### config.mk
export PLATFORM = sky130hd
export DESIGN_NAME = icache_axi_wrapper
export DESIGN_NICKNAME = d
export VERILOG_FILES = /design/src/design/icache_pkg.sv /design/src/design/icache_core.sv /design/src/design/refill_buffer.sv /design/src/design/axi_read_shim.sv /design/src/design/icache_axi_wrapper.sv
export VERILOG_INCLUDE_DIRS = /design/src /design/src/design
export SDC_FILE = /design/constraint.sdc
export NUM_CORES = 2
export LEC_CHECK = 0
export BUFFER_PORTS_ARGS = -buffer_cell sky130_fd_sc_hd__buf_4
export CORE_MARGIN = 2
export CORE_UTILIZATION = 50
export CTS_CLUSTER_SIZE = 24
export DETAILED_ROUTE_END_ITERATION = 8
export PLACE_DENSITY = 0.71
export SLEW_MARGIN = 20
export SYNTH_ARGS = -nofsm -noshare
export SYNTH_HDL_FRONTEND = slang
export SYNTH_SLANG_ARGS = --single-unit
### constraint.sdc
create_clock -name clk_i -period 13.4 [get_ports clk_i]
set_clock_uncertainty 0.2 [all_clocks]
set_input_delay 2.68 -clock clk_i [delete_from_list [all_inputs] [get_ports clk_i]]
set_output_delay 2.68 -clock clk_i [all_outputs]
set_load 0.01 [all_outputs]
### src/design/icache_config.svh
// Cache and bus geometry for the instruction cache
// and the base of the non-cacheable address range
`ifndef ICACHE_CONFIG_SVH
`define ICACHE_CONFIG_SVH

// Byte address width of fetch and bus addresses
`define ICACHE_ADDR_WIDTH 32

// Direct-mapped geometry
`define ICACHE_LINE_WIDTH 128
`define ICACHE_NUM_SETS   16

// Read channel
`define BUS_DATA_WIDTH 32
`define BUS_ID_WIDTH   4

// R beats needed to fill one line
`define ICACHE_LINE_BEATS (`ICACHE_LINE_WIDTH / `BUS_DATA_WIDTH)

// Everything at or above this address bypasses the cache
`define ICACHE_NC_BASE 32'h8000_0000

`endif

### src/design/icache_pkg.sv
// Packed structs shared by the instruction cache, the read shim
// and the refill buffer
`default_nettype none

`include "icache_config.svh"

package icache_pkg;

  // One cache line seen as bus-sized words, word 0 at the lowest address
  typedef logic [`ICACHE_LINE_BEATS-1:0][`BUS_DATA_WIDTH-1:0] cache_line_t;

  // Fetch port
  typedef struct packed {
    logic                          valid;
    logic [`ICACHE_ADDR_WIDTH-1:0] addr;
  } fetch_req_t;

  typedef struct packed {
    logic                          ready;
    logic                          valid;
    logic [`BUS_DATA_WIDTH-1:0]    data;
    logic [`ICACHE_ADDR_WIDTH-1:0] addr;
  } fetch_rsp_t;

  // Core to read shim
  typedef struct packed {
    logic [`ICACHE_ADDR_WIDTH-1:0] paddr;
    logic                          nc;
    logic [`BUS_ID_WIDTH-1:0]      tid;
  } miss_req_t;

  // Refill buffer to core
  typedef struct packed {
    cache_line_t              data;
    logic [`BUS_ID_WIDTH-1:0] tid;
  } line_rtrn_t;

  // Simplified AXI read channel, AR and R only
  typedef struct packed {
    logic                          ar_valid;
    logic [`ICACHE_ADDR_WIDTH-1:0] ar_addr;
    logic [7:0]                    ar_len;
    logic [`BUS_ID_WIDTH-1:0]      ar_id;
    logic                          r_ready;
  } axi_rd_req_t;

  typedef struct packed {
    logic                       ar_ready;
    logic                       r_valid;
    logic [`BUS_DATA_WIDTH-1:0] r_data;
    logic                       r_last;
    logic [`BUS_ID_WIDTH-1:0]   r_id;
  } axi_rd_rsp_t;

endpackage

`default_nettype wire

### src/design/icache_core.sv
// Direct-mapped instruction cache core: tag, valid and data arrays,
// hit/miss decision, fetch response and miss request
`default_nettype none
`timescale 1ns/1ps

`include "icache_config.svh"

module icache_core
  import icache_pkg::*;
(
  input  wire             clk_i,
  input  wire             rst_ni,
  input  wire             en_i,
  input  wire             flush_i,
  input  wire fetch_req_t fetch_req_i,
  output fetch_rsp_t      fetch_rsp_o,
  output logic            miss_valid_o,
  output miss_req_t       miss_req_o,
  input  wire             line_valid_i,
  input  wire line_rtrn_t line_rtrn_i,
  output logic            miss_o,
  output logic            busy_o
);

  localparam int ADDR_W   = `ICACHE_ADDR_WIDTH;
  localparam int OFFSET_W = $clog2(`ICACHE_LINE_WIDTH / 8);
  localparam int INDEX_W  = $clog2(`ICACHE_NUM_SETS);
  localparam int TAG_W    = ADDR_W - INDEX_W - OFFSET_W;
  localparam int WORD_LSB = $clog2(`BUS_DATA_WIDTH / 8);
  localparam int WSEL_W   = $clog2(`ICACHE_LINE_BEATS);

  // All refills from this cache use one id
  localparam logic [`BUS_ID_WIDTH-1:0] RD_TID = '0;

  typedef enum logic [1:0] {IDLE, HIT_RSP, WAIT_REFILL, FLUSHING} state_e;

  state_e state_q, state_d;

  logic [`ICACHE_NUM_SETS-1:0] valid_q, valid_d;
  logic [TAG_W-1:0]            tag_q  [`ICACHE_NUM_SETS];
  cache_line_t                 data_q [`ICACHE_NUM_SETS];

  logic [ADDR_W-1:0]          req_addr_q;
  logic                       req_nc_q;
  logic [`BUS_DATA_WIDTH-1:0] rsp_data_q;
  logic                       miss_valid_q;

  logic [INDEX_W-1:0] req_idx, fill_idx;
  logic [TAG_W-1:0]   req_tag, fill_tag;
  logic [WSEL_W-1:0]  req_wsel, fill_wsel;
  logic               rdy, accept, req_nc, req_hit, line_ok, fill_en;

  assign req_idx   = fetch_req_i.addr[OFFSET_W +: INDEX_W];
  assign req_tag   = fetch_req_i.addr[ADDR_W-1 -: TAG_W];
  assign req_wsel  = fetch_req_i.addr[WORD_LSB +: WSEL_W];
  assign fill_idx  = req_addr_q[OFFSET_W +: INDEX_W];
  assign fill_tag  = req_addr_q[ADDR_W-1 -: TAG_W];
  assign fill_wsel = req_addr_q[WORD_LSB +: WSEL_W];

  // New requests are taken while idle or while a hit is being answered
  assign rdy    = (state_q == IDLE || state_q == HIT_RSP) && !flush_i;
  assign accept = fetch_req_i.valid && rdy;

  // Disabled cache behaves like a non-cacheable region
  assign req_nc  = !en_i || (fetch_req_i.addr >= `ICACHE_NC_BASE);
  assign req_hit = !req_nc && valid_q[req_idx] && (tag_q[req_idx] == req_tag);

  assign line_ok = (state_q == WAIT_REFILL) && line_valid_i && (line_rtrn_i.tid == RD_TID);
  assign fill_en = line_ok && !req_nc_q;

  always_comb begin
    state_d = state_q;
    case (state_q)
      IDLE, HIT_RSP: begin
        if (flush_i) begin
          state_d = FLUSHING;
        end else if (accept) begin
          state_d = req_hit ? HIT_RSP : WAIT_REFILL;
        end else begin
          state_d = IDLE;
        end
      end
      WAIT_REFILL: begin
        if (line_ok) begin
          state_d = HIT_RSP;
        end
      end
      FLUSHING: begin
        if (!flush_i) begin
          state_d = IDLE;
        end
      end
      default: state_d = IDLE;
    endcase
  end

  // Flush takes priority over a line that returns in the same cycle
  always_comb begin
    valid_d = valid_q;
    if (fill_en) begin
      valid_d[fill_idx] = 1'b1;
    end
    if (flush_i) begin
      valid_d = '0;
    end
  end

  always_ff @(posedge clk_i or negedge rst_ni) begin
    if (!rst_ni) begin
      state_q      <= IDLE;
      valid_q      <= '0;
      miss_valid_q <= 1'b0;
    end else begin
      state_q      <= state_d;
      valid_q      <= valid_d;
      miss_valid_q <= accept && !req_hit;
    end
  end

  always_ff @(posedge clk_i) begin
    if (accept) begin
      req_addr_q <= fetch_req_i.addr;
      req_nc_q   <= req_nc;
    end
    if (accept && req_hit) begin
      rsp_data_q <= data_q[req_idx][req_wsel];
    end else if (line_ok) begin
      // A bypass burst is a single beat placed at word 0
      rsp_data_q <= req_nc_q ? line_rtrn_i.data[0] : line_rtrn_i.data[fill_wsel];
    end
    if (fill_en) begin
      tag_q[fill_idx]  <= fill_tag;
      data_q[fill_idx] <= line_rtrn_i.data;
    end
  end

  assign fetch_rsp_o.ready = rdy;
  assign fetch_rsp_o.valid = (state_q == HIT_RSP);
  assign fetch_rsp_o.data  = rsp_data_q;
  assign fetch_rsp_o.addr  = req_addr_q;

  // Line address for a refill, word address for a bypass
  assign miss_req_o.paddr = req_nc_q ?
                            {req_addr_q[ADDR_W-1:WORD_LSB], {WORD_LSB{1'b0}}} :
                            {req_addr_q[ADDR_W-1:OFFSET_W], {OFFSET_W{1'b0}}};
  assign miss_req_o.nc    = req_nc_q;
  assign miss_req_o.tid   = RD_TID;
  assign miss_valid_o     = miss_valid_q;

  assign miss_o = miss_valid_q;
  assign busy_o = (state_q == WAIT_REFILL);

  // The bus only returns lines that were asked for
  a_no_line_when_idle: assert property (
    @(posedge clk_i) disable iff (!rst_ni)
    line_valid_i |-> (state_q != IDLE)
  );

endmodule

`default_nettype wire

### src/design/refill_buffer.sv
// Refill buffer: shifts R beats into a cache line and returns it
// with the transaction id on the last beat
`default_nettype none
`timescale 1ns/1ps

`include "icache_config.svh"

module refill_buffer
  import icache_pkg::*;
(
  input  wire              clk_i,
  input  wire              rst_ni,
  input  wire axi_rd_rsp_t axi_rsp_i,
  output logic             line_valid_o,
  output line_rtrn_t       line_rtrn_o
);

  localparam int BEATS = `ICACHE_LINE_BEATS;

  logic                     first_q, first_d;
  cache_line_t              shift_q, shift_d;
  logic [`BUS_ID_WIDTH-1:0] id_q;

  // New beats enter at the top and move towards word 0
  always_comb begin
    first_d = first_q;
    shift_d = shift_q;
    if (axi_rsp_i.r_valid) begin
      first_d = axi_rsp_i.r_last;
      shift_d = {axi_rsp_i.r_data, shift_q[BEATS-1:1]};
      // Single-beat bursts must land at offset 0
      if (first_q) begin
        shift_d[0] = axi_rsp_i.r_data;
      end
    end
  end

  always_ff @(posedge clk_i or negedge rst_ni) begin
    if (!rst_ni) begin
      first_q <= 1'b1;
    end else begin
      first_q <= first_d;
    end
  end

  always_ff @(posedge clk_i) begin
    shift_q <= shift_d;
    if (axi_rsp_i.r_valid) begin
      id_q <= axi_rsp_i.r_id;
    end
  end

  assign line_valid_o     = axi_rsp_i.r_valid && axi_rsp_i.r_last;
  assign line_rtrn_o.data = shift_d;
  assign line_rtrn_o.tid  = axi_rsp_i.r_id;

  // Beats of one burst carry one id
  a_burst_id_stable: assert property (
    @(posedge clk_i) disable iff (!rst_ni)
    (axi_rsp_i.r_valid && !first_q) |-> (axi_rsp_i.r_id == id_q)
  );

endmodule

`default_nettype wire

### src/design/axi_read_shim.sv
// Read shim: holds a miss request on AR until it is accepted
// and chooses the burst length
`default_nettype none
`timescale 1ns/1ps

`include "icache_config.svh"

module axi_read_shim
  import icache_pkg::*;
(
  input  wire            clk_i,
  input  wire            rst_ni,
  input  wire            miss_valid_i,
  input  wire miss_req_t miss_req_i,
  output axi_rd_req_t    axi_req_o,
  input  wire            axi_ar_ready_i
);

  logic      pending_q, pending_d;
  miss_req_t req_q, req_d;

  // Request stays up until AR handshake, the core does not wait for it
  assign pending_d = !axi_ar_ready_i && (miss_valid_i || pending_q);
  assign req_d     = miss_valid_i ? miss_req_i : req_q;

  always_ff @(posedge clk_i or negedge rst_ni) begin
    if (!rst_ni) begin
      pending_q <= 1'b0;
    end else begin
      pending_q <= pending_d;
    end
  end

  always_ff @(posedge clk_i) begin
    req_q <= req_d;
  end

  assign axi_req_o.ar_valid = miss_valid_i || pending_q;
  assign axi_req_o.ar_addr  = req_d.paddr;
  // Full line for a refill, one beat for a bypass
  assign axi_req_o.ar_len   = req_d.nc ? 8'd0 : 8'(`ICACHE_LINE_BEATS - 1);
  assign axi_req_o.ar_id    = req_d.tid;
  assign axi_req_o.r_ready  = 1'b1;

  a_ar_hold: assert property (
    @(posedge clk_i) disable iff (!rst_ni)
    (axi_req_o.ar_valid && !axi_ar_ready_i) |=>
      (axi_req_o.ar_valid && $stable(axi_req_o.ar_addr))
  );

  // The core keeps one miss outstanding at a time
  a_single_miss: assert property (
    @(posedge clk_i) disable iff (!rst_ni)
    miss_valid_i |-> !pending_q
  );

endmodule

`default_nettype wire

### src/design/icache_axi_wrapper.sv
// Top level of the instruction cache: core, AR shim and
// refill buffer on a simplified AXI read channel
`default_nettype none
`timescale 1ns/1ps

module icache_axi_wrapper
  import icache_pkg::*;
(
  input  wire              clk_i,
  input  wire              rst_ni,
  input  wire              en_i,
  input  wire              flush_i,
  input  wire fetch_req_t  fetch_req_i,
  output fetch_rsp_t       fetch_rsp_o,
  output logic             miss_o,
  output logic             busy_o,
  output axi_rd_req_t      axi_req_o,
  input  wire axi_rd_rsp_t axi_rsp_i
);

  logic       miss_valid;
  miss_req_t  miss_req;
  logic       line_valid;
  line_rtrn_t line_rtrn;

  icache_core i_icache_core (
    .clk_i        (clk_i),
    .rst_ni       (rst_ni),
    .en_i         (en_i),
    .flush_i      (flush_i),
    .fetch_req_i  (fetch_req_i),
    .fetch_rsp_o  (fetch_rsp_o),
    .miss_valid_o (miss_valid),
    .miss_req_o   (miss_req),
    .line_valid_i (line_valid),
    .line_rtrn_i  (line_rtrn),
    .miss_o       (miss_o),
    .busy_o       (busy_o)
  );

  axi_read_shim i_axi_read_shim (
    .clk_i          (clk_i),
    .rst_ni         (rst_ni),
    .miss_valid_i   (miss_valid),
    .miss_req_i     (miss_req),
    .axi_req_o      (axi_req_o),
    .axi_ar_ready_i (axi_rsp_i.ar_ready)
  );

  refill_buffer i_refill_buffer (
    .clk_i        (clk_i),
    .rst_ni       (rst_ni),
    .axi_rsp_i    (axi_rsp_i),
    .line_valid_o (line_valid),
    .line_rtrn_o  (line_rtrn)
  );

endmodule

`default_nettype wire

==> summary.md <==
| Metric | Value |
|---|---|
| Synthesis-to-layout area growth | `13.1%` |
| #FFs+latches synth | `2683` |
| Routed len/inst | `30.1 um` |
| HP Class | `flip-flop to flip-flop` |
| PostCTS Resize Cnt | `0` |
| Worst-Skew Late Latency | `roughly 900 ps` |
| Post-synth cell types | `62` |
| Clock transition at the registers of the reported paths | `60 ps` |
| TritonCTS clock tree | `built` |
| Commonest cells in the netlist | `2497 x edfxtp_1, 742 x mux4_2, 165 x dfxtp_1, 145 x mux2_2, 145 x nor2_1` |
| Largest net degree at the start of global routing | `132` |
| Worst path arrival time | `~7800 ps` |
| Avg Vias per Cell | `6.21` |
| Biggest area consumer among synthesized cells | `edfxtp_1` |
| H-Tree Depth | `5` |
| DRT iter0 DRCs | `5150` |
| Post-route clock period utilization | `56.2%` |
| Height of the die | `between 400 and 500 um` |
| Gr usage total | `around 22%` |
| Crit. End Element | `flip-flop` |
| WP data required | `between 10000 and 15000 ps` |
| IO buf count | `182` |
| Final wirelength | `about 230 mm` |
| TritonCTS Buffers | `283` |
| CTS sink cnt | `roughly 2700` |
| Syn Area/Cell | `22.9 um^2` |
| Hold Vio Cnt, Final | `0` |
| Worst hold slack | `271 ps` |
| GPL Wtd Cong | `approximately 0.76` |
| Initial antenna violation count | `3` |
| Status | `complete, no violations` |
| WL met2 | `114 mm` |
| Highest routed layer | `met5` |
| Number of synthesized flops with an enable pin | `2497` |
| Pwr dens | `158 nW/um^2` |
| Slew margin rel. | `between 20% and 30%` |
| Final global-route overflow total | `0` |
| DP Wirelength | `~120 mm` |
| Worst-margin pin slew | `1170 ps` |
| Final Max Tran Viols | `0` |
| Fin util | `56.8%` |
| Die width | `457 um` |
| Count leader, synth | `edfxtp_1` |
| First-pass GRT wire length | `339 mm` |
| Syn Std Cell Area | `between 100000 and 150000 um^2` |
| Final setup violating endpoints | `0` |
| Fin Setup TNS | `0 ps` |
| Total die area | `209000 um^2` |
| Lkg Pwr | `37.0 nW` |
| Core Rows | `166` |
| Placed inst area | `around 110000 um^2` |
| DRC Markers | `0` |
| Synth top area cells | `edfxtp_1 73%, mux4_2 16%, dfxtp_1 3.2%, mux2_2 1.6%, mux2i_1 0.95%` |
| Tmin final | `7530 ps` |
| Router iterations before antenna repair | `5` |
| Total Power | `18.4 mW` |
| Share of cells above drive strength 1 | `between 30 and 40%` |
| Asr flop ratio synth | `0.783%` |
| Top FF cell, synth | `edfxtp_1` |
| Core Footprint | `204000 um^2` |
| YS warnings | `0` |
| Starting density of the core | `50.2%` |
| WL met1 | `93.9 mm` |
| Max VDD drop | `134 uV` |
| Met3 WL | `17.1 mm` |
| Synth Instances | `4487` |
| Vias in the first global route | `49200` |
| Nets@finish | `4853` |
| Max FO, Critical Path | `95` |
| Fillers | `14600` |
| Top cell type's share of synthesized area | `73.0%` |
| Seq/Total Area, Yosys | `approximately three quarters` |
| Final instance area | `116000 um^2` |
| Max_cap viols | `0` |
| Critical path class | `primary input to flip-flop` |
| ANT nets after route | `0` |
| IO Pins | `190` |
| RSZ-0062 raised after global routing | `false` |
| Clk buf depth | `4` |
| Post-CTS setup buffer count | `0` |
| Via count | `47700` |
| Startpoint Class | `primary input` |
| Fmax | `133 MHz` |
| Root Buffer | `clkbuf_16` |
| CTS Hold Buffers Added | `0` |
==> metal layers <==
metal / track usage [%] / up-vias
met5: 0 / -
met4: 6.33 / 2
met3: 3.41 / 389
met2: 35.6 / 2077
met1: 31.6 / 25700
li1: - / 19500
==> cell usage in the layout (no fill, tap or decap), types with 6 or more instances in the layout <==
cell type	instances
a221oi_1	6
dfxtp_1	165
clkinvlp_4	9
nor3_1	6
inv_6	6
a22oi_1	15
mux2i_1	97
clkbuf_1	78
nor2_1	132
inv_1	10
a21oi_2	20
clkinv_2	39
a21oi_1	50
xor2_1	10
bufinv_16	16
nor2_4	13
nand2b_1	12
dfrtp_1	19
conb_1	7
clkinv_1	22
nand2_1	21
o22ai_1	32
o21ai_0	68
clkbuf_16	291
nor2b_1	15
buf_12	10
buf_4	267
edfxtp_1	2497
mux4_2	742
nand3_1	7
mux2_4	24
mux2_2	145
xnor2_1	18
clkbuf_8	30
==> critical path: stages <==
cell      delay, ps
buf_8           630
buf_4           770
mux4_2          600
mux2i_1         170
nand2b_1         80
a221oi_1        300
o21ai_1         160
nor4_2          580
nand4_4         670
nand2_4         990
==> state kept, by name, indices dropped and copies added, names as in the netlist <==
register and count:
i_refill_buffer.first_q 1, i_axi_read_shim.pending_q 1, i_refill_buffer.shift_q 128, i_icache_core.valid_q 16
i_icache_core.data_q 2048, i_icache_core.miss_o 1, i_axi_read_shim.req_q 37, i_icache_core.rsp_data_q 32
i_icache_core.tag_q 384, i_icache_core.req_addr_q 32, i_icache_core.state_q 2, i_icache_core.req_nc_q 1
==> cell families (layout without fill, tap and decap cells) <==
logic type      count (synthesis)  in the layout  synth area share [%]
other cells                     2              9               0.00731
simple gates                  240            240                  1.07
compound gates                229            229                  1.35
flops                        2683           2683                  76.7
buf+inv                       297            790                  1.43
xor+xnor                       28             28                 0.239
mux                          1008           1008                  19.2
==> final cells by class <==
class / count / area [um^2] / share of cell area (%)
antenna: 2 / 5.00 / 0.00431
timing repair buffer: 284 / 2320 / 1.99
sequential: 2683 / 78800 / 67.9
inverter: 13 / 48.8 / 0.0420
clock buffer: 397 / 7960 / 6.86
clock inverter: 96 / 913 / 0.787
multi-input combinational: 1512 / 22700 / 19.5
tap: 2688 / 3360 / 2.90
==> report_power, final <==
| group | internal, mW | total (mW) | switching, mW | leakage, nW |
|---|---|---|---|---|
| combinational | 0.512 | 1.25 | 0.737 | 8.57 |
| sequential | 9.50 | 9.59 | 0.0839 | 24.1 |
| clock | 4.45 | 7.51 | 3.07 | 4.34 |
| total | 14.5 | 18.4 | 3.89 | 37.0 |
==> through the flow <==
step	std cells	setup slack, ps
after CTS	7672	5890
after floorplan	4492	2510
after detailed placement	7179	4920
final	7675	5870
after global placement	7178	4960
after global routing	7674	5660
==> worst paths after layout <==
path                                     startpoint                             to  slack, ps  cells after the start
setup / recovery                     fetch_req_i[5]   i_icache_core.rsp_data_q[20]       5870                     10
hold / removal             i_axi_read_shim.req_q[1]       i_axi_read_shim.req_q[1]        270                      1
setup reg to reg           i_icache_core.state_q[1]  i_icache_core.data_q[13][109]       7830                      8
hold reg to reg            i_axi_read_shim.req_q[1]       i_axi_read_shim.req_q[1]        270                      1
max in group asynchronous                    rst_ni      i_axi_read_shim.pending_q      11190                      1
min in group asynchronous                    rst_ni           i_icache_core.miss_o       1510                      1
Note: power is estimated with default switching activity, not from simulation.
